==> src/usb_mem_settings.svh <==
`ifndef USB_MEM_SETTINGS_SVH
`define USB_MEM_SETTINGS_SVH

// Packet store depth in 32-bit words
`define USB_MEM_STORE_WORDS 512

// Store pointer width to match the depth above
`define USB_MEM_ADDR_BITS 9

// Cycles an activity LED stays lit after the last byte
`define USB_MEM_LED_STRETCH 64

`endif
==> src/usb_mem_pkg.sv <==
`default_nettype none

`include "usb_mem_settings.svh"

package usb_mem_pkg;

  // One byte of a USB bulk stream
  typedef logic [7:0] usb_byte_t;

  // Store word with the first stream byte in bits 7:0
  typedef logic [31:0] mem_word_t;

  // Valid lanes of a word, always filled from bit 0 upwards
  typedef logic [3:0] byte_keep_t;

  typedef logic [`USB_MEM_ADDR_BITS-1:0] store_addr_t;  // Word address in the store
  typedef logic [`USB_MEM_ADDR_BITS:0]   store_count_t; // Word count, 0 to full

endpackage

`default_nettype wire

==> src/axis_byte_unpacker.sv <==
`timescale 1ns/10ps
`default_nettype none

module axis_byte_unpacker (
  input  wire logic                    clock_i,
  input  wire logic                    reset_i,
  // Word stream from the store
  input  wire logic                    sw_valid_i,
  input  wire logic                    sw_last_i,
  input  wire usb_mem_pkg::mem_word_t  sw_data_i,
  input  wire usb_mem_pkg::byte_keep_t sw_keep_i,
  output logic                         sw_ready_o,
  // BULK IN bytes to the USB core
  output logic                         blki_tvalid_o,
  output logic                         blki_tlast_o,
  output usb_mem_pkg::usb_byte_t       blki_tdata_o,
  input  wire logic                    blki_tready_i
);

  usb_mem_pkg::mem_word_t  data_q;  // Current byte always in bits 7:0
  usb_mem_pkg::byte_keep_t keep_q;  // Lanes left to send
  logic                    last_q;
  logic                    final_byte;
  logic                    byte_go;
  logic                    word_take;

  assign blki_tvalid_o = keep_q[0];
  assign blki_tdata_o  = data_q[7:0];
  assign final_byte    = ~keep_q[1];
  assign blki_tlast_o  = last_q & keep_q[0] & final_byte;
  assign byte_go       = blki_tvalid_o & blki_tready_i;
  assign sw_ready_o    = ~keep_q[0] | (blki_tready_i & final_byte);
  assign word_take     = sw_valid_i & sw_ready_o;

  always_ff @(posedge clock_i) begin
    if (reset_i) begin
      keep_q <= '0;
    end else if (word_take) begin
      keep_q <= sw_keep_i;
    end else if (byte_go) begin
      keep_q <= keep_q >> 1;
    end
  end

  // Shift the word down one lane per byte
  always_ff @(posedge clock_i) begin
    if (word_take) begin
      data_q <= sw_data_i;
      last_q <= sw_last_i;
    end else if (byte_go) begin
      data_q <= data_q >> 8;
    end
  end

endmodule

`default_nettype wire

==> config.mk <==
export PLATFORM = sky130hd
export DESIGN_NAME = axis_byte_unpacker
export DESIGN_NICKNAME = d
export VERILOG_FILES = /design/src/usb_mem_pkg.sv /design/src/axis_byte_unpacker.sv
export VERILOG_INCLUDE_DIRS = /design/src
export SDC_FILE = /design/constraint.sdc
export NUM_CORES = 1
export LEC_CHECK = 0
export BUFFER_PORTS_ARGS = -buffer_cell sky130_fd_sc_hd__buf_2
export CAP_MARGIN = 20
export CELL_PAD_IN_SITES_DETAIL_PLACEMENT = 0
export CELL_PAD_IN_SITES_GLOBAL_PLACEMENT = 2
export CORE_MARGIN = 8
export CORE_UTILIZATION = 36
export CTS_CLUSTER_SIZE = 30
export DETAILED_ROUTE_END_ITERATION = 7
export PLACE_DENSITY = 0.8
export REMOVE_ABC_BUFFERS = 1
export SYNTH_ARGS = -nofsm -noshare
export SYNTH_HDL_FRONTEND = slang
export SYNTH_SLANG_ARGS = --single-unit
==> constraint.sdc <==
create_clock -name clock_i -period 4.6 [get_ports clock_i]
set_input_delay 0.69 -clock clock_i [delete_from_list [all_inputs] [get_ports clock_i]]
set_output_delay 0.69 -clock clock_i [all_outputs]
set_load 0.005 [all_outputs]
# == Word level (Yosys, flattened, before mapping) ==
# Index checks and enable logic that the tools add are counted.
# word_totals
output_inout_bits,11
elab_cells,16
input_bits,41
reg_bits,37
# classes
mux,4
bitwise_logic,8
reduce_logical,1
# ops
cell,n
two-way mux 32 bit,2
two-way mux 4 bit,2
bitwise AND 1 bit,5
inverter 1 bit,2
nonzero test 2 bit,1
bitwise OR 1 bit,1

# == Logic depth before layout (Yosys ltp) ==
# depth
word_depth,5
mapped_depth,4
ltp_nobuf,4

# == Least setup slack after synthesis ==
# OpenSTA, ideal clock, no wires.
# synth_path
kind,input to register
start,input port blki_tready_i
end,"register data_q[0], enable pin"
path_buffers,0
t_required_ns,4.211
setup_ns,0.389
arrival_time_ns,1.515
slack_ns,2.695
stages,2
cell_sequence,nand2_1 nand2_1
# synth_via
elab_chain_len,4
elab_cells_between_ends,5
classes_between,bitwise: 4; reduce/logical: 1
# synth_lines
element,line_no,source
start: declaration,axis_byte_unpacker.sv:17,input wire logic blki_tready_i
bitwise AND 1 bit,axis_byte_unpacker.sv:32,assign sw_ready_o = ~keep_q[0] | (blki_tready_i & final_byte);
bitwise OR 1 bit,axis_byte_unpacker.sv:32,
bitwise AND 1 bit,axis_byte_unpacker.sv:33,assign word_take = sw_valid_i & sw_ready_o;
nonzero test 2 bit (no line) *,n/a,
end signal: assignment,axis_byte_unpacker.sv:48,data_q <= sw_data_i;
end signal: assignment,axis_byte_unpacker.sv:51,data_q <= data_q >> 8;
end: declaration,axis_byte_unpacker.sv:20,usb_mem_pkg::mem_word_t data_q;
# Mark *: on every way between the ends. The rest lies on a longest branch, timed or not.
# A chain may end at the register's enable or synchronous reset.

# == Final worst setup path ==
# layout_path
start,input port blki_tready_i
end,"register data_q[28], data pin"
# layout_via
elab_chain_len,4
# layout_lines
element,line_no,source
bitwise AND 1 bit,axis_byte_unpacker.sv:32,
bitwise OR 1 bit,axis_byte_unpacker.sv:32,
bitwise AND 1 bit,axis_byte_unpacker.sv:33,
named net word_take,axis_byte_unpacker.sv:25,logic word_take;
two-way mux 32 bit,axis_byte_unpacker.sv:47,if (word_take) begin
# The timed path passes the listed nets, and every way through them passes these cells.

==> run_results.csv <==
group,metric,value,unit
setup_path,r2r_setup_slack,2.66,ns
floorplanning,io_pins,52,
setup_path,worstSetupStartpointType,"input port",
sta,holdWs,0.474,ns
floorplanning,core,4320,sq um
sta,rsz0062_at_grt,"no",
grt,overflow,0,
detailed_routing,ant_nets,0,
clocking,cts_root_buf,"clkbuf_8",
setup_path,ff2ff_path_depth,4,
clocking,clockBufferDepth,2,
yosys,syn_inst,100,
cells_and_area,fillCellCount,406,
cells_and_area,final_cell_mix,"buf_2 (51), edfxtp_1 (33), mux2_2 (24), and2_1 (8), clkbuf_8 (7)",
clocking,cts_tree,"done",
cells_and_area,stdcell_area,1960,sq um
setup_path,arrival,2.14,ns
detailed_routing,vias,940,
cells_and_area,mostFrequentLayoutCell,"buf_2",
cells_and_area,area.sequential,1070,sq um
sta,tns,0,ns
setup_path,timing.rr.end,"data_q[28]",
cells_and_area,n_antenna_cell,0,
hold_path,worst_hold_path.endpoint,"keep_q[3]",
clocking,cts_sinks,37,
clocking,clk_pin_slew,0.07,ns
sta,fin_skew,0.00435,ns
detailed_routing,firstDrtPassIters,4,
sta,drv_slew,0,
yosys,avgSynthCellArea,16.1,sq um
yosys,yosysWarningCount,0,
setup_path,crit_path_end_kind,"register",
yosys,synth_area,1610,sq um
grt,grt_pass1_wl,4810,um
hold_path,hold_class,"register to register",
grt,antenna_found_initial,0,
yosys,ys_seq_elements,37,
yosys,yosysSeqAreaShare,66.4,%
sta,maxSlewHeadroom,46.4,%
hold_path,hold_start,"keep_q[3]",
yosys,yosysUniqueCellTypes,18,
setup_path,rr_startpoint,"keep_q[0]",
flow_run,maxCapViolations,0,
place,dpl.hpwl,2170,um
place,io_buffers,51,
clocking,post_cts.repair.setup_buffers,0,
sta,setup_violations,0,
grt,grt_usage,8.67,%
detailed_routing,routed_wl,2890,um
grt,grt_pass1_vias,1046,
sta,period_needed,2.10,ns
sta,hold_viol,0,
setup_path,cp_max_fo,27,
setup_path,startpoint,"blki_tready_i",
place,dp.cells,194,
power_and_ir_drop,p_leak,0.799,nW
run_status,outcome,"finished, final reports clean",
cells_and_area,syn_to_final_growth,21.5,%
grt,grt_max_degree,33,
sta,fmax,0.476,GHz
floorplanning,chipHeight,83.0,um
setup_path,critical_path_class,"input port to register",
setup_path,cp.required,4.64,ns
detailed_routing,wire_per_inst,14.3,um
clocking,cts_resized,0,
clocking,clk_latency,0.28,ns
power_and_ir_drop,power_density,377,nW/um^2
cells_and_area,final_cells,202,
sta,worst_slew_pin_slew,0.800,ns
cells_and_area,multiInputGateArea,453,sq um
clocking,cts.hold.buffers_added,0,
detailed_routing,drc,0,
power_and_ir_drop,peakVddDrop,0.000198,V
power_and_ir_drop,power.total,739,uW
hold_path,holdPathStages,2,
cells_and_area,nets,190,
floorplanning,rows,24,
clocking,numCtsBuffers,5,
floorplanning,start_util,37.3,%
detailed_routing,vias_per_cell,4.65,
clocking,cts_htree_levels,2,
cells_and_area,drive_above_1_share,57.3,%
floorplanning,die_area,6880,sq um
place,gp_congestion,0.672,
detailed_routing,drt_iter0_markers,51,
place,place_area,1860,sq um
floorplanning,die_w,83.0,um
sta,post-route-period-util,45.6,%
sequential cells by signal, indices dropped and copies added (netlist names):
register	cells
data_q	32
keep_q	4
last_q	1
cell families (layout without fill, tap and decap cells):
family | Yosys count | count (layout) | share of synthesized area (%)
flip-flops | 37 | 37 | 66.4
multiplexers | 26 | 26 | 18.0
AND/OR/NAND/NOR | 19 | 19 | 6.90
buffers and inverters | 12 | 62 | 5.58
AO/OA/AOI/OAI | 6 | 6 | 3.18
layout make-up:
| type | instances | share of cell area [%] |
|---|---|---|
| flip-flops and latches | 37 | 54.6 |
| well taps | 52 | 3.32 |
| inverters | 2 | 0.383 |
| multi-input cells | 51 | 23.1 |
| clock buffers | 7 | 4.91 |
| repair buffers | 52 | 13.4 |
| clock inverters | 1 | 0.255 |
layer usage:
metal / routed length (um) / vias up / track usage [%]
li1: - / 460 / -
met1: 1150 / 442 / 9.38
met2: 1460 / 32 / 13.9
met3: 229 / 6 / 4.39
met4: 45 / 0 / 3.83
met5: 0 / - / 0
cell usage after synthesis:
cell type	instances	area (sq um)
inv_1	2	7.51
a21oi_1	2	10.0
mux2i_1	2	20.0
buf_6	2	22.5
nor2b_2	1	8.76
a221oi_1	2	17.5
nor2b_1	2	12.5
o211ai_1	1	7.51
mux2_2	24	270
edfxtp_1	33	991
nand3_1	1	5.00
nor3b_1	1	7.51
nand2_1	4	15.0
buf_4	8	60.1
o21ai_4	1	16.3
and2_1	8	50.1
nand2b_1	2	12.5
dfxtp_1	4	80.1
worst max path at each step:
| stage | end | slack, ns |
|---|---|---|
| after CTS | data_q[28] | 2.44 |
| after floorplan | data_q[24] | 2.60 |
| after global placement | data_q[27] | 2.22 |
| final | data_q[28] | 2.50 |
| after detailed placement | data_q[28] | 2.14 |
| after global routing | data_q[28] | 2.33 |
through the flow:
stage | util, % | worst slack [ns]
2_1_floorplan | - | 2.60
3_3_place_gp | 43.0 | 2.22
3_5_place_dp | 43.0 | 2.14
4_1_cts | 45.3 | 2.44
5_1_grt | 45.3 | 2.33
6_report | 45.3 | 2.50
critical path, cell delays in order:
cell and delay (ns):
buf_2 0.11, nor2b_2 0.16, o21ai_4 0.63, inv_1 0.29, and2_1 0.25
report_power, final:
part	internal [mW]	switching, mW	leakage, nW
sequential	0.405	0.00777	0.358
combinational	0.0454	0.0373	0.386
clock	0.135	0.109	0.0542
total	0.585	0.154	0.799
Power figures use the tool's default switching activity.
