## src/usb_mem_settings.svh

```systemverilog
`ifndef USB_MEM_SETTINGS_SVH
`define USB_MEM_SETTINGS_SVH

// Packet store depth in 32-bit words
`define USB_MEM_STORE_WORDS 512

// Store pointer width to match the depth above
`define USB_MEM_ADDR_BITS 9

// Cycles an activity LED stays lit after the last byte
`define USB_MEM_LED_STRETCH 64

`endif
```

## src/usb_mem_pkg.sv

```systemverilog
`default_nettype none

`include "usb_mem_settings.svh"

package usb_mem_pkg;

  // One byte of a USB bulk stream
  typedef logic [7:0] usb_byte_t;

  // Store word with the first stream byte in bits 7:0
  typedef logic [31:0] mem_word_t;

  // Valid lanes of a word, always filled from bit 0 upwards
  typedef logic [3:0] byte_keep_t;

  typedef logic [`USB_MEM_ADDR_BITS-1:0] store_addr_t;  // Word address in the store
  typedef logic [`USB_MEM_ADDR_BITS:0]   store_count_t; // Word count, 0 to full

endpackage

`default_nettype wire

```

## src/axis_byte_packer.sv

```systemverilog
`timescale 1ns/10ps
`default_nettype none

module axis_byte_packer (
  input  wire logic                   clock_i,
  input  wire logic                   reset_i,
  input  wire logic                   configured_i,
  // BULK OUT bytes from the USB core
  input  wire logic                   blko_tvalid_i,
  input  wire logic                   blko_tlast_i,
  input  wire usb_mem_pkg::usb_byte_t blko_tdata_i,
  output logic                        blko_tready_o,
  // Packed words towards the store
  output logic                        pw_valid_o,
  output logic                        pw_last_o,
  output usb_mem_pkg::mem_word_t      pw_data_o,
  output usb_mem_pkg::byte_keep_t     pw_keep_o,
  input  wire logic                   pw_ready_i
);

  logic [1:0] lane_q;     // Next byte lane to fill
  logic       word_take;
  logic       byte_take;
  logic       word_done;  // Current byte closes the word

  assign word_take     = pw_valid_o & pw_ready_i;
  assign blko_tready_o = configured_i & (~pw_valid_o | pw_ready_i);
  assign byte_take     = blko_tvalid_i & blko_tready_o;
  assign word_done     = blko_tlast_i | (lane_q == 2'd3);

  always_ff @(posedge clock_i) begin
    if (reset_i) begin
      pw_valid_o <= 1'b0;
      lane_q     <= 2'd0;
    end else if (byte_take && word_done) begin
      pw_valid_o <= 1'b1;  // Offered in the next cycle
      lane_q     <= 2'd0;
    end else begin
      if (word_take) begin
        pw_valid_o <= 1'b0;
      end
      if (byte_take) begin
        lane_q <= lane_q + 2'd1;
      end
    end
  end

  // Word assembly
  always_ff @(posedge clock_i) begin
    if (byte_take) begin
      if (lane_q == 2'd0) begin
        pw_data_o <= {24'd0, blko_tdata_i};  // Unfilled lanes read as zero
        pw_keep_o <= 4'b0001;
      end else begin
        pw_data_o[lane_q*8 +: 8] <= blko_tdata_i;
        pw_keep_o                <= {pw_keep_o[2:0], 1'b1};
      end
      pw_last_o <= blko_tlast_i;
    end
  end

  // A stalled word stays offered and unchanged until the store takes it
  assert property (@(posedge clock_i) disable iff (reset_i)
    pw_valid_o && !pw_ready_i |=>
      pw_valid_o && $stable(pw_data_o) && $stable(pw_keep_o) && $stable(pw_last_o));

endmodule

`default_nettype wire

```

## config.mk

```make
export PLATFORM = sky130hd
export DESIGN_NAME = axis_byte_packer
export DESIGN_NICKNAME = d
export VERILOG_FILES = /design/src/usb_mem_pkg.sv /design/src/axis_byte_packer.sv
export VERILOG_INCLUDE_DIRS = /design/src
export SDC_FILE = /design/constraint.sdc
export NUM_CORES = 1
export LEC_CHECK = 0
export BUFFER_PORTS_ARGS = -buffer_cell sky130_fd_sc_hd__buf_2
export CORE_MARGIN = 4
export CORE_UTILIZATION = 55
export DETAILED_ROUTE_END_ITERATION = 8
export PLACE_DENSITY = 0.92
export SETUP_SLACK_MARGIN = 0.1
export SYNTH_ARGS = -nofsm -noshare
export SYNTH_HDL_FRONTEND = slang
export SYNTH_SLANG_ARGS = --single-unit
```

## constraint.sdc

```tcl
create_clock -name clock_i -period 4.85 [get_ports clock_i]
set_input_delay 0.7275 -clock clock_i [delete_from_list [all_inputs] [get_ports clock_i]]
set_output_delay 0.7275 -clock clock_i [all_outputs]
set_load 0.02 [all_outputs]
```

# ---- Word-level counts from Yosys, hierarchy flattened
# Index checks and enable logic that the tools add are counted.
# Widths: inputs -> output; s select.
dict set report word_totals {
  reg_bits 40
  latch_bits 0
  mem_bits_rw 0
  rom_bits 0
  inputBits 14
  out_inout_bits 39
  wordCells 26
  memories 0
}
dict set report classes {
  add_sub_neg 2
  n_mul 0
  div_mod_pow 0
  n_lt_le_gt_ge 0
  eq_ne 1
  shift 2
  mux 4
  bitwise_logic 6
  n_reduce_logical 4
}
# operator n
set op_table {}
lappend op_table {{$neg 5->34} 1}
lappend op_table {{$shift 8x34->32 const A} 1}
lappend op_table {{$shiftx 8x34->32} 1}
lappend op_table {{$bwmux 32} 1}
lappend op_table {{$mux 8} 1}
lappend op_table {{$and 1x1->1} 3}
lappend op_table {{$add 2x1->2 const B} 1}
lappend op_table {{$eq 2x2->1 const B} 1}
lappend op_table {{$logic_not 2->1} 1}
lappend op_table {{$mux 1} 2}
lappend op_table {{$or 1x1->1} 2}
lappend op_table {{$reduce_bool 2->1} 1}
lappend op_table {{$reduce_or 2->1} 1}
lappend op_table {{$logic_and 1x1->1} 1}
lappend op_table {{$not 1->1} 1}

# ---- Logic depth before layout (Yosys ltp)
# Gate-level depths: netlist of run 1.
dict set report depth {
  word_depth 6
  mapped_depth 6
  ltp_nobuf 5
}

# ---- Least setup slack after synthesis of run 1
# OpenSTA, ideal clock, no wires.
dict set report synth_path {
  kind {input to register}
  from {input port blko_tvalid_i}
  to {register pw_data_o[10], enable pin}
  setup_time_ns 0.389
  t_arrival_ns 1.656
  required_time_ns 4.461
  setup_slack_ns 2.804
  stages 2
  path_buffers 0
  path_cell_list {and2_1 -> and2_1}
}
dict set report synth_via {
  elab_chain_cells 1
}
# element line_no
set synth_lines {}
lappend synth_lines {{start, declared} axis_byte_packer.sv:9} ;# input wire logic blko_tvalid_i,
lappend synth_lines {{$and 1x1->1} axis_byte_packer.sv:28} ;# assign byte_take = blko_tvalid_i & blko_tready_o;
lappend synth_lines {{named net byte_take} axis_byte_packer.sv:23} ;# logic byte_take;
lappend synth_lines {{end signal, assigned} axis_byte_packer.sv:52} ;# pw_data_o <= {24'd0, blko_tdata_i};
lappend synth_lines {{end signal, assigned by index} axis_byte_packer.sv:55} ;# pw_data_o[lane_q*8 +: 8] <= blko_tdata_i;
lappend synth_lines {{end, declared} axis_byte_packer.sv:16} ;# output usb_mem_pkg::mem_word_t pw_data_o,
# The timed path passes the listed nets, and every way through them passes these cells.
# A chain may end at the register's enable or synchronous reset.

# ---- Final worst setup path of run 1
dict set report layout_path {
  from {input port pw_ready_i}
  to {output port blko_tready_o}
}
dict set report layout_via {
  elab_chain_cells 2
}
# element line_no
set layout_lines {}
lappend layout_lines {{start, declared} axis_byte_packer.sv:18} ;# input wire logic pw_ready_i
lappend layout_lines {{$or 1x1->1} axis_byte_packer.sv:27} ;# assign blko_tready_o = configured_i & (~pw_valid_o | pw_ready_i);
lappend layout_lines {{$and 1x1->1} axis_byte_packer.sv:27}
lappend layout_lines {{end, declared} axis_byte_packer.sv:12} ;# output logic blko_tready_o,
# Every way passes these cells.

==> results of run 1 <==
power breakdown:
group | total (W) | switching (W) | internal, W | leakage, nW
Sequential | 0.000390 | 0.00000644 | 0.000383 | 0.370
Combinational | 0.0000761 | 0.0000511 | 0.0000250 | 0.430
Clock | 0.000153 | 0.0000956 | 0.0000578 | 0.0265
routing by layer:
layer | vias to the layer above | track usage, %
met1 | 607 | 21.4
met5 | - | 0
li1 | 656 | -
met3 | 6 | 5.27
met2 | 50 | 30.2
met4 | 0 | 6.09
per-stage QoR:
stage	worst slack [ns]	utilization [%]	area [µm²]	total power, W	instances
after detailed placement	2.76	66.5	2100	0.000474	242
final	2.76	68.0	2140	0.000619	250
after global placement	2.80	66.5	2100	0.000472	242
after CTS	2.76	68.0	2140	0.000623	250
after floorplan	2.80	-	1860	0.000446	158
after global routing	2.69	68.0	2140	0.000650	250
final cells by class:
cell class	count	share of cell area, %
tap	44	2.57
clock buffer	8	2.28
timing repair buffer	52	12.3
sequential	39	53.2
inverter	3	0.525
multi-input combinational	104	29.2
how the worst max path moves through the flow:
stage                    end  slack, ns
6_report       blko_tready_o       2.76
5_1_grt        pw_data_o[27]       2.69
4_1_cts        blko_tready_o       2.76
3_5_place_dp   blko_tready_o       2.76
3_3_place_gp   blko_tready_o       2.80
2_1_floorplan  pw_data_o[10]       2.80
cells in the mapped netlist:
cell and number:
and3_1 1, o31ai_1 2, o21ai_0 1, buf_2 6, a21oi_1 25, nand3_1 26
buf_4 3, nor4_2 1, nor2b_1 4, dfxtp_1 3, nand2b_1 25, buf_6 2
inv_1 3, edfxtp_1 36, ha_1 5, clkbuf_1 1, conb_1 1, nor4b_1 1
and2_1 12
flip-flops by register name, indices dropped and copies added (netlist names):
name / flops
lane_q: 2
pw_data_o: 32
pw_keep_o: 3
pw_last_o: 1
pw_valid_o: 1
logic make-up after synthesis:
kind of cell               synth area share (%)
AOI/OAI and AO/OA                          7.82
other                                     0.202
DFF                                        61.5
adders and majority gates                  3.37
and+or+nand+nor                            22.3
buffers and inverters                      4.85
==> impl_metrics.json, run 1 <==
{
  "layout-drive-gt1-share_pct": 28.2,
  "grt_pass1_wl_mm": 5.71,
  "fin_skew_ns": 0.00689,
  "cp_cell_sequence": "buf_2, nand2b_1, and2_1, buf_2",
  "grt.overflow.total": 0,
  "cts_tree": "yes",
  "clkSlewWorstSetupHoldPaths_ns": 0.11,
  "worst_pin_slew_ns": 1.05,
  "top_layer": "met4",
  "routed_wirelength_mm": 3.62,
  "hold_violations": 0,
  "synth.avg_cell_area_um2": 11.8,
  "drv_slew": 0,
  "remaining_drc_errors": 0,
  "post_drt_wl_per_cell_um": 14.5,
  "critPathBufInv": 2,
  "final.period_utilization_pct": 43.0,
  "reg2reg_to": "pw_data_o[27]",
  "cts_made_buffers": 5,
  "worstPathArrival_ns": 1.36,
  "worstSetupStartpointType": "primary input",
  "wl_met1_mm": 1.46,
  "ir_worst_vdd_uv": 165,
  "cp_top_family": "simple AND/OR/NAND/NOR gates",
  "post_cts_buffers": 0,
  "netlist.area_leader.share_pct": 58.2,
  "pin_count": 53,
  "cp.depth": 4,
  "syn_inst": 158,
  "cts_resized": 0,
  "status": "complete, no violations",
  "wl_met3_um": 265,
  "worstHoldPathType": "flip-flop to flip-flop",
  "final_common_cell": "buf_2",
  "wl_met2_mm": 1.84,
  "drtIter0Drc": 70,
  "fp.dieArea_um2": 4370,
  "grt_pass1_vias": 1190,
  "nFillCells": 250,
  "max_slew_margin_pct": 29.8,
  "htree_levels": 2,
  "seq_area_frac_synth_pct": 61.5,
  "clk-insertion-delay-late_ns": 0.34,
  "ys_types": 19,
  "crit_path_frequent_cell": "buf_2",
  "seq_area_um2": 1140,
  "die_h_um": 66.1,
  "antenna_found_initial": 0,
  "clkSinkCount": 39,
  "vias_per_cell": 5.28,
  "hold_slack_ns": 0.558,
  "hold-path-endpoint": "pw_keep_o[3]",
  "vias": 1319,
  "initial_core_util_pct": 58.9,
  "clockBufferDepth": 2,
  "setup_tns_ns": 0,
  "p_leak_nw": 0.827,
  "globalplace.congestion": 0.724,
  "hold_depth": 1,
  "startpoint": "pw_ready_i",
  "holdBufCountCts": 0,
  "synth_seq_cells": 39,
  "yosys_warnings": 0,
  "power.density_nw_per_um2": 289,
  "die_w_um": 66.1,
  "rows": 20,
  "grt_use_total_pct": 17.8,
  "areaGrowthSynthToFinish_pct": 15.5,
  "crit_fanout": 6,
  "layout_common_cells": "buf_2 (51), edfxtp_1 (36), nand3_1 (26), nand2b_1 (25), a21oi_1 (25)",
  "max_freq_ghz": 0.479,
  "cp_slowest_cell": "nand2b_1",
  "drtAntennaViolNets": 0,
  "min-delay-start": "pw_keep_o[2]",
  "rr_worst_depth": 5,
  "core_um2": 3150,
  "cts_root_buffer": "clkbuf_4",
  "fin_crit_ns": 2.09,
  "cap_violations": 0,
  "synth_nets": 177,
  "finalSetupViolCount": 0,
  "reg2reg_setup_slack_ns": 2.88,
  "synth_top_cells_by_area": "edfxtp_1 (58%), nand2b_1 (8.4%), nand3_1 (7.0%), a21oi_1 (6.7%), and2_1 (4.0%)",
  "r2r-start": "lane_q[0]",
  "dp_hpwl_mm": 2.60,
  "yosysTopAreaCell": "edfxtp_1",
  "grt_max_degree": 36,
  "worstPathRequired_ns": 4.12,
  "syn_area_um2": 1860,
  "criticalPathCategory": "primary input to output port",
  "dr.pass1.iters": 4,
  "io_buffers": 51,
  "antenna_cells": 0,
  "slowest_delay_ns": 0.20,
  "nets": 224,
  "multi_input_area_um2": 626,
  "cp-end-kind": "output port",
  "rsz0062_at_grt": "false"
}
Note: power is estimated with default switching activity, not from simulation.
==> inputs of run 2 (changes only) <==
--- a/config.mk
+++ b/config.mk
@@ -6,11 +6,12 @@
 export SDC_FILE = /design/constraint.sdc
 export NUM_CORES = 1
 export LEC_CHECK = 0
+export ABC_AREA = 1
 export BUFFER_PORTS_ARGS = -buffer_cell sky130_fd_sc_hd__buf_2
 export CORE_MARGIN = 4
-export CORE_UTILIZATION = 55
+export CORE_UTILIZATION = 46
 export DETAILED_ROUTE_END_ITERATION = 8
-export PLACE_DENSITY = 0.92
+export PLACE_DENSITY = 0.83
 export SETUP_SLACK_MARGIN = 0.1
 export SYNTH_ARGS = -nofsm -noshare
 export SYNTH_HDL_FRONTEND = slang
==> constraint.sdc (replaced) <==
create_clock -name clock_i -period 1.8 [get_ports clock_i]
set_input_delay 0.27 -clock clock_i [delete_from_list [all_inputs] [get_ports clock_i]]
set_output_delay 0.27 -clock clock_i [all_outputs]
set_load 0.02 [all_outputs]
==> impl_metrics.json, run 2 <==
{
  "clk-insertion-delay-late_ns": 0.29,
  "antenna_cells": 0,
  "synth.avg_cell_area_um2": 10.2,
  "synth_seq_cells": 39,
  "post_drt_wl_per_cell_um": 14.1,
  "synth_top_family_by_area": "simple AND/OR/NAND/NOR gates",
  "syn_area_um2": 1870,
  "worstSetupStartpointType": "flip-flop",
  "cp-end-kind": "flip-flop",
  "die_w_um": 71.8,
  "cts_made_buffers": 5,
  "drtAntennaViolNets": 0,
  "cts_root_buffer": "clkbuf_8",
  "seq_area_frac_synth_pct": 60.9,
  "grt_pass1_vias": 1404,
  "layout_common_cells": "nand2_1 (53), buf_2 (51), edfxtp_1 (36), inv_1 (22), a21oi_2 (12)",
  "rows": 22,
  "seq_area_um2": 1140,
  "pre_cts_slack_ns": 0.240,
  "final_common_cell": "nand2_1",
  "ir_worst_vdd_uv": 438,
  "synth_nets": 203,
  "crit_path_frequent_cell": "inv_2",
  "clockBufferDepth": 2,
  "nets": 261,
  "dp_hpwl_mm": 3.04,
  "remaining_drc_errors": 0,
  "crit_end": "pw_data_o[22]",
  "grt.overflow.total": 0,
  "grtUsageMet1_pct": 20.7,
  "criticalPathCategory": "flip-flop to flip-flop",
  "max_freq_ghz": 0.644,
  "holdBufCountCts": 0,
  "reg_top3": "pw_data_o (32), pw_keep_o (3), lane_q (2)",
  "layout-drive-gt1-share_pct": 36.6,
  "synth_most_common_cell": "nand2_1",
  "areaGrowthSynthToFinish_pct": 25.1,
  "dr.pass1.iters": 4,
  "p_total_w": 0.00220,
  "final.period_utilization_pct": 86.3,
  "fp.dieArea_um2": 5160,
  "syn_inst": 184,
  "cp_cell_sequence": "inv_1, ha_2, inv_2, nor2_2, nand2_2, inv_2, nand2_1, a21oi_2",
  "grt.met3_usage_pct": 5.47,
  "power.density_nw_per_um2": 937,
  "setup_tns_ns": 0,
  "cap_violations": 0,
  "yosys-top-cells-count": "nand2_1 (53), edfxtp_1 (36), inv_1 (22)",
  "worstPathArrival_ns": 1.71,
  "io_buffers": 51,
  "fin_skew_ns": 0.00666,
  "cts_tree": "yes",
  "finalWorstSetupSlack_ns": 0.247,
  "top_usage_layer": "met2",
  "clkSlewWorstSetupHoldPaths_ns": 0.07,
  "multi_input_area_um2": 602,
  "r2r-start": "lane_q[1]",
  "routed_wirelength_mm": 4.11,
  "hold_violations": 0,
  "synth_edf_count": 36,
  "synth_compound_gate_area_share_pct": 9.61,
  "die_h_um": 71.8,
  "htree_levels": 2,
  "status": "complete, no violations",
  "core_um2": 3800,
  "fin_util_pct": 61.7,
  "synthArstFlopShare_pct": 0,
  "crit_fanout": 6,
  "place_area_um2": 2210,
  "yosys.area_share.simple_pct": 18.8,
  "clkSinkCount": 39,
  "nFillCells": 326,
  "vias": 1482,
  "globalplace.congestion": 0.804,
  "pin_count": 53,
  "top_register": "pw_data_o",
  "use_met2_pct": 27.1,
  "final_cell_area_um2": 2340,
  "grt_use_total_pct": 16.6,
  "fin_crit_ns": 1.55,
  "synth-xor-area-share_pct": 0,
  "largest_reg_flops": 32,
  "reg2reg_to": "pw_data_o[22]",
  "grt_max_degree": 29,
  "rr_worst_depth": 8,
  "initial_core_util_pct": 49.3,
  "cp_slowest_cell": "ha_2",
  "ys_types": 21,
  "worstHoldPathType": "primary input to flip-flop",
  "drtIter0Drc": 145,
  "rsz0062_at_grt": "false",
  "grt_pass1_wl_mm": 6.57,
  "worstPathRequired_ns": 1.95,
  "netlist.area_leader.share_pct": 57.7,
  "antenna_found_initial": 0,
  "synthAdderAreaFrac_pct": 3.34,
  "yosys_warnings": 0,
  "synth_top_cells_by_area": "edfxtp_1 (58%), nand2_1 (11%), a21oi_2 (5.6%), inv_1 (4.4%), ha_1 (3.3%)",
  "synthMuxAreaShare_pct": 0,
  "reg2reg_setup_slack_ns": 0.25,
  "ys.flop_type": "edfxtp_1",
  "slowest_delay_ns": 0.40,
  "yosysTopAreaCell": "edfxtp_1",
  "startpoint": "lane_q[1]",
  "finalSetupViolCount": 0,
  "drv_slew": 0,
  "vias_per_cell": 5.09,
  "p_leak_nw": 1.04
}
run 2: where the power goes:
part           switching, W  internal, W
Clock              0.000304     0.000554
Sequential        0.0000191      0.00104
Combinational      0.000191    0.0000877
Total              0.000514      0.00168
run 2: worst min path at each step:
stage	from	to	slack, ns	cells after the start
2_1_floorplan	reset_i	pw_valid_o	0.34	1
3_3_place_gp	reset_i	pw_valid_o	0.44	2
3_5_place_dp	reset_i	pw_valid_o	0.45	2
4_1_cts	reset_i	pw_valid_o	0.14	2
5_1_grt	reset_i	pw_valid_o	0.13	2
6_report	reset_i	pw_valid_o	0.14	2
run 2: logic make-up after synthesis:
group	Yosys count
compound gates	26
other cells	1
fa+ha+maj	5
buf+inv	32
simple gates	81
flops	39
run 2: stage by stage:
stage | hold slack [ns] | cells
5_1_grt | 0.134 | 291
3_3_place_gp | 0.442 | 283
6_report | 0.141 | 291
2_1_floorplan | 0.339 | 184
4_1_cts | 0.136 | 291
3_5_place_dp | 0.449 | 283
run 2: critical path, delay by kind of cell (launching register included):
kind / cells / cell delay [ns]
adder cells (fa/ha/maj): 1 / 0.40
flip-flops: 1 / 0.39
AND/OR/NAND/NOR: 3 / 0.28
buffers and inverters: 3 / 0.23
AO/OA/AOI/OAI: 1 / 0.13
run 2: area by class of cell:
class	count	share of cell area, %
sequential	39	48.7
multi-input combinational	113	25.7
timing repair buffer	56	13.0
inverter	27	4.43
clock buffer	6	3.09
clock inverter	2	2.56
tap	48	2.56
run 2: metal layers:
metal / routed length [µm] / part of all wire [%]
met5: 0 / 0
met1: 1670 / 41
met4: 72 / 1.8
met2: 2040 / 50
met3: 320 / 7.8
run 2: what timing repair did:
item | CTS | global route
resized for setup | 0 | 1
endpoints found under the setup margin | 0 | 1
buffers inserted | 0 | 0
