$ cat src/usb_mem_settings.svh
`ifndef USB_MEM_SETTINGS_SVH
`define USB_MEM_SETTINGS_SVH

// Packet store depth in 32-bit words
`define USB_MEM_STORE_WORDS 512

// Store pointer width to match the depth above
`define USB_MEM_ADDR_BITS 9

// Cycles an activity LED stays lit after the last byte
`define USB_MEM_LED_STRETCH 64

`endif
$ cat src/status_leds.sv
`timescale 1ns/10ps
`default_nettype none

`include "usb_mem_settings.svh"

module status_leds (
  input  wire logic  clock_i,
  input  wire logic  reset_i,
  input  wire logic  configured_i,
  input  wire logic  stored_i,
  input  wire logic  full_i,
  input  wire logic  overflow_i,
  input  wire logic  blko_tvalid_i,
  input  wire logic  blko_tready_i,
  input  wire logic  blki_tvalid_i,
  input  wire logic  blki_tready_i,
  output logic [5:0] leds_o
);

  localparam int STRETCH_BITS = $clog2(`USB_MEM_LED_STRETCH + 1);
  localparam logic [STRETCH_BITS-1:0] STRETCH_LOAD = STRETCH_BITS'(`USB_MEM_LED_STRETCH);

  logic [1:0]              xfer;          // Bit 0 receive, bit 1 transmit
  logic [STRETCH_BITS-1:0] stretch_q [2];
  logic                    ovf_seen_q;

  assign xfer[0] = blko_tvalid_i & blko_tready_i;
  assign xfer[1] = blki_tvalid_i & blki_tready_i;

  always_ff @(posedge clock_i) begin
    if (reset_i) begin
      stretch_q[0] <= '0;
      stretch_q[1] <= '0;
      ovf_seen_q   <= 1'b0;
    end else begin
      if (overflow_i) begin
        ovf_seen_q <= 1'b1;  // Held until reset
      end
      for (int i = 0; i < 2; i++) begin
        if (xfer[i]) begin
          stretch_q[i] <= STRETCH_LOAD;
        end else if (stretch_q[i] != '0) begin
          stretch_q[i] <= stretch_q[i] - 1'b1;
        end
      end
    end
  end

  // Active low like the dev-board LEDs
  assign leds_o = ~{stretch_q[1] != '0, stretch_q[0] != '0, ovf_seen_q,
                    full_i, stored_i, configured_i};

endmodule

`default_nettype wire

$ cat config.mk
export PLATFORM = sky130hd
export DESIGN_NAME = status_leds
export DESIGN_NICKNAME = d
export VERILOG_FILES = /design/src/status_leds.sv
export VERILOG_INCLUDE_DIRS = /design/src
export SDC_FILE = /design/constraint.sdc
export NUM_CORES = 1
export LEC_CHECK = 0
export BUFFER_PORTS_ARGS = -buffer_cell sky130_fd_sc_hd__buf_4
export CORE_MARGIN = 1
export CORE_UTILIZATION = 43
export DETAILED_ROUTE_END_ITERATION = 10
export GPL_ROUTABILITY_DRIVEN = 0
export PLACE_DENSITY_LB_ADDON = 0.05
export SLEW_MARGIN = 10
export SYNTH_ARGS = -nofsm -noshare
export SYNTH_HDL_FRONTEND = slang
export SYNTH_SLANG_ARGS = --single-unit
$ cat constraint.sdc
create_clock -name clock_i -period 2.54 [get_ports clock_i]
set_clock_uncertainty 0.1 [all_clocks]
set_input_delay 0.127 -clock clock_i [delete_from_list [all_inputs] [get_ports clock_i]]
set_output_delay 0.127 -clock clock_i [all_outputs]
set_load 0.05 [all_outputs]
-- Word-level counts from Yosys, hierarchy flattened
Memory sizes are Yosys's and may differ from the RTL's.
Cells that the tools add are included.
- register bits after elaboration: 1
- memory bits (writable): 14
- input bits: 10
- output and inout port bits: 6
- word-level logic and storage cells: 33
- memories kept: 1
- memory list (name ; depth ; bits a word ; rd ports ; clocked after Yosys merged registers in ; write ports ; RTL line ; text):
    stretch_q ; 2 ; 7 ; 2 ; 0 ; 2 ; status_leds.sv:24 ; logic [STRETCH_BITS-1:0] stretch_q [2];
- $add $sub $neg: 2
- mux-type cells: 20
- bitwise operators: 7
- reductions and logical operators: 2
- operator list (kind ; count):
    $mux 7 ; 4
    $mux 1 ; 16
    $reduce_bool 7->1 ; 2
    $sub 7x1->7 const B ; 2
    $not 6->6 ; 1
    $or 1x1->1 ; 4
    $and 1x1->1 ; 2

-- Logic depth before layout (Yosys ltp)
Gate-level depths: netlist of the first run.
- depth in word-level cells: 6
- depth in mapped cells: 6
- gate-level depth less buffers: 5

-- Least setup slack after synthesis of the first run
OpenSTA, ideal clock, no wires.
- path type: register to register
- from: mem stretch_q[0][0] (netlist bit)
- to: mem stretch_q[0][0] (netlist bit) (enable)
- setup time: 382 ps
- data arrival time: 2681 ps
- data required time: 2058 ps
- path slack: -624 ps
- stages on the path, launching flop included: 7
- buffers on the path: 1
- clock period less this slack: 3164 ps
- path through: edfxtp_1 -> inv_1 -> ha_1 -> or4b_1 -> clkbuf_2 -> nor3_1 -> nand2_1
- RTL lines (element ; RTL line):
    from (decl) ; status_leds.sv:24

==> metrics, run 1 <==
CP peak stage delay 0.58 ns; estimated wirelength of the detail-placed design 984 um; number of cells produced by synthesis 74; gate family responsible for the most delay along the worst path simple AND/OR/NAND/NOR gates; met1 GRT Util 21.3%; count of buffers added by post-CTS timing repair for setup 0; busiest layer in global routing met1; worst slew margin relative to its limit 79.8%; Final nets 109; number of rows in the core area 15; antenna violations before repair 0; run status complete, no violations; Die ar. 1990 um2; vias post-DR 597; deepest level of the CTS H-tree 1; data required time at the worst endpoint 2.57 ns; max-cap check violation count 0; overall die width 44.6 um; Max rail drop VDD 0.628 mV; largest net degree at the start of global routing 9; clock tree from TritonCTS done; Clock Latency Late Sink 0.28 ns; Syn-to-layout area delta 28.5%; CTS buffer count 3; Max Freq 463 MHz; unrepaired setup endpoints after global routing false; detail-routed via count per cell 4.93; first-pass GRT wire length 2090 um; Hold WC Path Type input port to register; count of buffer and inverter cells on the critical path 1; sum of negative setup slack 0 ns; instance area at placement 958 um2; remaining global-route overflow 0; number of hold-repair buffers added at the cts stage 2; via count of the first global-routing pass 496; routed length per placed instance 11.2 um; height of the die 44.6 um; diode insertion count for antenna repair 0; register bit total from synthesis 15; sequential cell area fraction in the yosys report 56.3%; count of TritonRoute iterations in the first routing pass 4; number of setup violations in the final report 0; cell with the largest stage delay on the worst path or4b_1; layout cells sized above 1 24.0%; leakage power total 0.000422 uW; largest fanout on the critical path 6; clock root cell clkbuf_4; Setup crit start kind register; kind of critical path register to register; element type at the critical path end register; Global Route met3 Usage 4.90%; Yosys cell types 21; minimum clock period 2.16 ns; number of pins exceeding their max-slew limit in the final report 0; starting utilization of the core area 45.8%; number of primary I/O pins 16; sink count of the clock tree 15; final hold viol count 0; Slew @ Worst Pin 0.302 ns; core area 1710 um2; detailed-route wire length 1360 um; post-layout total power 1140 uW; clock tree buffer depth 2; count of placed standard cells including taps 115; number of warnings printed during yosys synthesis 0; Pwr Density 1130 nW/um2; drt drc 0; met2 capacity usage during global routing 20.6%; number of I/O port buffers 15; Initial DRC Count 8; arrival time reported for the critical path endpoint 2.19 ns; crit path cell chain inv_1 -> ha_1 -> or4b_1 -> or4_1 -> a31oi_1; clock-pin slew on the worst setup and hold paths 0.09 ns; Synth Cell Area 782 um2; all-layer global routing usage 15.3%; syn avg cell area 10.6 um2; portion of the clock cycle consumed by the worst path in the final layout 85.0%; remaining antenna violation count 0; Layout Cell Area excl Fill 1000 um2; non-filler instance count after layout 121; post-synth net total 86; number of gates resized after CTS 0
cells in the final DEF (no fill, tap or decap), types with 3 or more instances in the layout:
| master | count |
|---|---|
| o31ai_1 | 4 |
| buf_4 | 17 |
| nand2b_1 | 4 |
| nor2_1 | 8 |
| inv_1 | 8 |
| nand2_1 | 4 |
| a21oi_1 | 8 |
| o21ai_0 | 4 |
| or4_1 | 3 |
| clkbuf_4 | 3 |
| edfxtp_1 | 14 |
metal layers:
metal / up-vias / share of wire (%)
li1: 323 / -
met1: 254 / 52
met2: 18 / 41
met3: 2 / 6.3
met4: 0 / 0.88
met5: - / 0
through the flow:
step	util (%)	hold WS [ns]	worst slack [ns]
final	58.8	0.138	0.381
after global routing	58.8	0.145	0.285
after CTS	58.8	0.132	0.384
after detailed placement	56.1	0.245	0.409
after global placement	56.1	0.239	0.475
after floorplan	-	0.0994	0.226
Yosys cell counts, drive strengths merged:
master	n	area, um2
a21oi	8	40.0
a31oi	1	6.26
clkbuf	1	5.00
dfxtp	1	20.0
edfxtp	14	420
ha	2	25.0
inv	8	30.0
nand2	4	15.0
nand2b	4	25.0
nor2	8	30.0
nor2b	1	6.26
nor3	2	10.0
nor4b	1	8.76
o21ai	4	20.0
o221ai	1	8.76
o31ai	4	30.0
or3	2	12.5
or4	4	31.3
or4b	2	20.0
xor2	2	17.5
worst register-to-register path, stage by stage, from the launching register on:
cell and delay, ns:
edfxtp_1 0.41, inv_1 0.07, ha_1 0.17, or4b_1 0.58
or4_1 0.50, a31oi_1 0.18
final timing paths:
check | from | endpoint | slack, ns | cells past startpoint
worst max-delay path | stretch_q[0][0] | stretch_q[0][6] | 0.38 | 5
worst min-delay path | blko_tready_i | stretch_q[0][6] | 0.14 | 3
worst max register to register | stretch_q[0][0] | stretch_q[0][6] | 0.38 | 5
worst min register to register | stretch_q[0][0] | stretch_q[0][0] | 0.48 | 1
cells by family after synthesis:
group / share of synthesized area (%)
xor+xnor: 2.24
fa+ha+maj: 3.20
simple gates: 20.3
flops: 56.3
compound gates: 13.4
buf+inv: 4.48
where the power goes:
group | total, uW | switching, uW | internal, uW
registers | 492 | 90.9 | 401
logic | 511 | 303 | 208
clock network | 135 | 73.9 | 60.9
sequential cells by signal (all words and copies together), names as in the netlist:
register,count
ovf_seen_q,1
stretch_q,14
layout make-up:
class                      count  area, um2
fill                         160        703
sequential                    15        440
multi-input combinational     50        329
timing repair buffer          19        148
tap                           25       31.3
inverter                       8       30.0
clock buffer                   4       26.3
Power figures use the tool's default switching activity.
==> run 2: changes to the inputs <==
BUFFER_PORTS_ARGS = -buffer_cell sky130_fd_sc_hd__buf_2   (was -buffer_cell sky130_fd_sc_hd__buf_4)
==> run 2 against run 1 <==
  * Register-to-register slack gained 0.03 ns
  * Core utilization is 2.1 points lower
  * Maximum frequency down 1.2%
==> metrics, run 2 (synthesis gave the netlist of run 1 again) <==
run status complete, no violations (unchanged); vias post-DR 615 (was 597); core area 1710 um2 (unchanged); worst slew margin relative to its limit 78.7% (was 79.8%); Slew @ Worst Pin 0.318 ns (was 0.302 ns); most common library cell in the layout ignoring fill and taps buf_2 (was buf_4); leading cell types in the layout, fill and taps excluded buf_2, edfxtp_1, inv_1, a21oi_1, nor2_1 (was buf_4, edfxtp_1, inv_1, a21oi_1, nor2_1); first-pass GRT wire length 2250 um (was 2090 um); all-layer global routing usage 16.1% (was 15.3%); Max Freq 458 MHz (was 463 MHz); max-cap check violation count 0 (unchanged); biggest regs stretch_q: 14 flops, ovf_seen_q: 1 flops (unchanged); count of buffer and inverter cells on the critical path 2 (was 1); gate family responsible for the most delay along the worst path simple AND/OR/NAND/NOR gates (unchanged); number of rows in the core area 15 (unchanged); first element of the critical path stretch_q[0][0] (unchanged); sum of negative setup slack 0 ns (unchanged); Hold WC Path Type input port to register (unchanged); Setup WS post-layout 0.355 ns (was 0.381 ns); number of setup violations in the final report 0 (unchanged); largest fanout on the critical path 6 (unchanged); area of all sequential standard cells 440 um2 (unchanged); routed length per placed instance 11.2 um (about the same); height of the die 44.6 um (unchanged); diode insertion count for antenna repair 0 (unchanged); portion of the clock cycle consumed by the worst path in the final layout 86.0% (was 85.0%); remaining global-route overflow 0 (unchanged); number of pins exceeding their max-slew limit in the final report 0 (unchanged); Clock Latency Late Sink 0.28 ns (about the same); largest register by flop count stretch_q (unchanged); Die ar. 1990 um2 (unchanged); kind of critical path register to primary output (was register to register); Pwr Density 1150 nW/um2 (was 1130 nW/um2); Max rail drop VDD 0.584 mV (was 0.628 mV); clock tree buffer depth 2 (unchanged); setup slack at placement 0.432 ns (was 0.409 ns); detail-routed via count per cell 5.08 (was 4.93); crit path cell chain inv_1 -> ha_1 -> or4b_1 -> nor3_4 -> buf_2 (was inv_1 -> ha_1 -> or4b_1 -> or4_1 -> a31oi_1); flip-flop count of the largest register, all copies and words added 14 (unchanged); deepest level of the CTS H-tree 1 (unchanged); CP peak stage delay 0.58 ns (about the same); clock root cell clkbuf_4 (unchanged); Setup crit start kind register (unchanged); unrepaired setup endpoints after global routing false (unchanged); arrival time reported for the critical path endpoint 1.96 ns (was 2.19 ns); antenna violations before repair 0 (unchanged); starting utilization of the core area 45.8% (unchanged); launching point of the worst reg2reg path stretch_q[0][0] (unchanged); via count of the first global-routing pass 544 (was 496); data required time at the worst endpoint 2.31 ns (was 2.57 ns); Final nets 109 (unchanged); Initial DRC Count 12 (was 8); number of gates resized after CTS 0 (unchanged); detailed-route wire length 1350 um (was 1360 um); layout cells sized above 1 25.0% (was 24.0%); area of combinational cells with multiple inputs 329 um2 (unchanged); remaining antenna violation count 0 (unchanged); clock-pin slew on the worst setup and hold paths 0.09 ns (about the same); drt drc 0 (unchanged); largest net degree at the start of global routing 10 (was 9); estimated wirelength of the detail-placed design 1010 um (was 984 um); final hold viol count 0 (unchanged); count of TritonRoute iterations in the first routing pass 4 (unchanged); worst hold start reset_i (was blko_tready_i); post-layout util 56.7% (was 58.8%); minimum clock period 2.19 ns (was 2.16 ns); overall die width 44.6 um (unchanged); sink count of the clock tree 15 (unchanged); cell with the largest stage delay on the worst path or4b_1 (unchanged); leakage power total 0.000413 uW (was 0.000422 uW); clock tree from TritonCTS done (unchanged); number of primary I/O pins 16 (unchanged); CTS buffer count 3 (unchanged); count of buffers added by post-CTS timing repair for setup 0 (unchanged); number of I/O port buffers 15 (unchanged); element type at the critical path end primary output (was register); fill cell count 151 (was 160); Syn-to-layout area delta 23.8% (was 28.5%)
==> run 2: cell count changes in the layout (fill, tap and decap cells not counted) <==
| cell | change |
|---|---|
| buf_4 | -15 |
| clkinv_2 | +1 |
| clkbuf_1 | -1 |
| buf_2 | +15 |
==> run 2: final timing paths <==
check        slack [ns]  cells past startpoint         endpoint
min reg2reg        0.48                      1  stretch_q[0][0]
max                0.35                      5        leds_o[4]
max reg2reg        0.41                      5  stretch_q[0][6]
min                 0.1                      2  stretch_q[0][6]
==> run 2: routing by layer <==
layer / track usage, % / vias up / share of wire (%)
li1: - / 325 / -
met1: 21.6 / 268 / 52
met2: 24.7 / 18 / 41
met3: 2.45 / 4 / 5.2
met4: 9.09 / 0 / 1.7
met5: 0 / - / 0
==> run 2: timing repair <==
item,in CTS,in global routing
setup endpoints to repair,0,0
hold buffers,2,0
hold endpoints to repair,1,0
==> run 2: through the flow <==
stage | std cells | power (uW) | cell area (um2) | hold WS (ns)
6_report | 121 | 1120 | 968 | 0.0982
5_1_grt | 121 | 1200 | 968 | 0.105
3_5_place_dp | 115 | 985 | 921 | 0.250
2_1_floorplan | 74 | 873 | 805 | 0.0994
3_3_place_gp | 115 | 977 | 921 | 0.240
4_1_cts | 121 | 1130 | 968 | 0.0916
==> run 2: cell type report <==
type	instances	share of cell area, %
inverters	8	3.10
flip-flops and latches	15	45.5
well taps	25	3.23
clock inverters	1	0.517
multi-input cells	50	34.0
clock buffers	3	2.33
repair buffers	19	11.4
==> run 2: report_power, final <==
part | leakage, uW | switching (uW) | internal, uW | total (uW)
registers | 0.000170 | 92.4 | 401 | 493
clock network | 0.0000177 | 79.6 | 58.5 | 138
logic | 0.000225 | 297 | 189 | 486
total | 0.000413 | 469 | 648 | 1120
==> run 2: worst register-to-register path, stage by stage (launching register included) <==
cell      delay, ns
edfxtp_1       0.41
inv_1          0.07
ha_1           0.16
or4b_1         0.58
or4_1          0.50
a31oi_1        0.16
==> run 3: changes to the inputs <==
CORE_UTILIZATION = 51   (was 43)
==> run 3 against run 2 <==
  * Combinational power barely moved
  * Count of clock-buffer cells in the layout rose by 1
  * Global-route usage rose by 2.0 points
  * Critical endpoint unchanged
  * Register-to-register slack got worse by 0.03 ns
==> metrics, run 3 (synthesis gave the netlist of run 1 again) <==
number of pins exceeding their max-slew limit in the final report 0 (unchanged); clock network fraction of total power 12.4% (about the same); Layout Cell Area excl Fill 955 um2 (was 968 um2); r2r setup slk 0.38 ns (was 0.41 ns); element type at the critical path end primary output (unchanged); layout cells sized above 1 24.0% (was 25.0%); number of rows in the core area 13 (was 15); clock tree buffer depth 2 (unchanged); Setup crit start kind register (unchanged); portion of total power attributed to combinational logic 43.6% (was 43.5%); vias post-DR 610 (was 615); crit path cell chain inv_1 -> ha_1 -> or4b_1 -> nor3_4 -> buf_2 (unchanged); kind of critical path register to primary output (unchanged); most common library cell in the layout ignoring fill and taps buf_2 (unchanged); overall die width 41.2 um (was 44.6 um); drt drc 0 (unchanged); launching point of the worst reg2reg path stretch_q[0][0] (unchanged); estimated wirelength of the detail-placed design 996 um (was 1010 um); sink count of the clock tree 15 (unchanged); leakage power total 0.000410 uW (was 0.000413 uW); count of buffer and inverter cells on the critical path 2 (unchanged); largest register by flop count stretch_q (unchanged); leading cell types in the layout, fill and taps excluded buf_2, edfxtp_1, inv_1, a21oi_1, nor2_1 (unchanged); core area 1370 um2 (was 1710 um2); instance area at placement 908 um2 (was 921 um2); clock-pin slew on the worst setup and hold paths 0.09 ns (about the same); routed length per placed instance 12.0 um (was 11.2 um); Max rail drop VDD 0.634 mV (was 0.584 mV); Global Route met3 Usage 4.89% (was 2.45%); worst hold stages 2 (unchanged); starting utilization of the core area 57.2% (was 45.8%); number of gates resized after CTS 0 (unchanged); biggest regs stretch_q: 14 flops, ovf_seen_q: 1 flops (unchanged); detail-routed via count per cell 5.50 (was 5.08); clock tree from TritonCTS done (unchanged); post-layout util 69.9% (was 56.7%); cell with the largest stage delay on the worst path or4b_1 (unchanged); critical register-to-register path endpoint stretch_q[0][6] (unchanged); met1 GRT Util 20.8% (was 21.6%); smallest hold slack 0.0887 ns (was 0.0982 ns); remaining global-route overflow 0 (unchanged); Pwr Density 1170 nW/um2 (was 1150 nW/um2); Initial DRC Count 15 (was 12); count of TritonRoute iterations in the first routing pass 4 (unchanged); met2 capacity usage during global routing 30.1% (was 24.7%); Hold WC Path Type input port to register (unchanged); largest fanout on the critical path 6 (unchanged); sum of negative setup slack 0 ns (unchanged); Max Freq 455 MHz (was 458 MHz); Die ar. 1690 um2 (was 1990 um2); deepest level of the CTS H-tree 1 (unchanged); largest net degree at the start of global routing 9 (was 10); gate family responsible for the most delay along the worst path simple AND/OR/NAND/NOR gates (unchanged); busiest layer in global routing met2 (unchanged); number of primary I/O pins 16 (unchanged); worst hold start reset_i (unchanged); internal cell power 651 uW (was 648 uW); flip-flop count of the largest register, all copies and words added 14 (unchanged); hold endpoint stretch_q[0][6] (unchanged); Slew @ Worst Pin 0.325 ns (was 0.318 ns); minimum clock period 2.20 ns (was 2.19 ns); Final nets 109 (unchanged); switching share of power 41.9% (was 42.0%); arrival time reported for the critical path endpoint 1.97 ns (was 1.96 ns); run status complete, no violations (unchanged); antenna violations before repair 0 (unchanged); max-cap check violation count 0 (unchanged); first-pass GRT wire length 1900 um (was 2250 um); Syn-to-layout area delta 22.1% (was 23.8%); unrepaired setup endpoints after global routing false (unchanged); Clock Latency Late Sink 0.29 ns (was 0.28 ns); data required time at the worst endpoint 2.31 ns (about the same); Reg power frac 44.0% (was 44.2%); CTS buffer count 3 (unchanged); all-layer global routing usage 18.0% (was 16.1%); diode insertion count for antenna repair 0 (unchanged); Worst R2R Path Depth 5 (unchanged); height of the die 41.2 um (was 44.6 um); remaining antenna violation count 0 (unchanged); CP peak stage delay 0.57 ns (was 0.58 ns); portion of the clock cycle consumed by the worst path in the final layout 86.6% (was 86.0%); number of setup violations in the final report 0 (unchanged); detailed-route wire length 1330 um (was 1350 um); final hold viol count 0 (unchanged); worst slew margin relative to its limit 78.0% (was 78.7%); clock root cell clkbuf_4 (unchanged); number of I/O port buffers 15 (unchanged); via count of the first global-routing pass 484 (was 544); sw power 469 uW (about the same)
[run 3: power groups by stage]
stage | combinational [uW] | clock [uW] | sequential, uW
after global placement | 471 | 0 | 492
after global routing | 541 | 145 | 511
after CTS | 490 | 141 | 493
after detailed placement | 487 | 0 | 499
after floorplan | 398 | 0 | 476
final | 488 | 139 | 493
[run 3: how the worst max path moves through the flow]
stage,cells after the start,startpoint,endpoint
after floorplan,6,stretch_q[0][0],stretch_q[0][0]
after global placement,5,stretch_q[0][0],stretch_q[0][6]
after detailed placement,5,stretch_q[0][0],stretch_q[0][6]
after CTS,5,stretch_q[0][0],leds_o[4]
after global routing,5,stretch_q[0][0],leds_o[4]
final,5,stretch_q[0][0],leds_o[4]
[run 3: layout make-up]
| cell class | count | area, um2 |
|---|---|---|
| clock buffers | 4 | 26.3 |
| well taps | 15 | 18.8 |
| fillers | 101 | 412 |
| inverters | 8 | 30.0 |
| flip-flops and latches | 15 | 440 |
| multi-input cells | 50 | 329 |
| repair buffers | 19 | 110 |
[run 3: per-stage QoR]
step	total power, uW	worst slack, ns	cells
after floorplan	873	0.226	74
after CTS	1120	0.341	111
after global routing	1200	0.246	111
final	1120	0.341	111
after global placement	963	0.490	105
after detailed placement	987	0.397	105
[run 3: per-layer routing]
| metal | wire [um] | up-vias |
|---|---|---|
| li1 | - | 318 |
| met1 | 690 | 272 |
| met2 | 551 | 18 |
| met3 | 74 | 2 |
| met4 | 14 | 0 |
| met5 | 0 | - |
[run 3: what timing repair did]
action	4_1_cts	5_1_grt
setup buffers	0	0
hold buffers	2	0
endpoints found under the hold margin	1	0
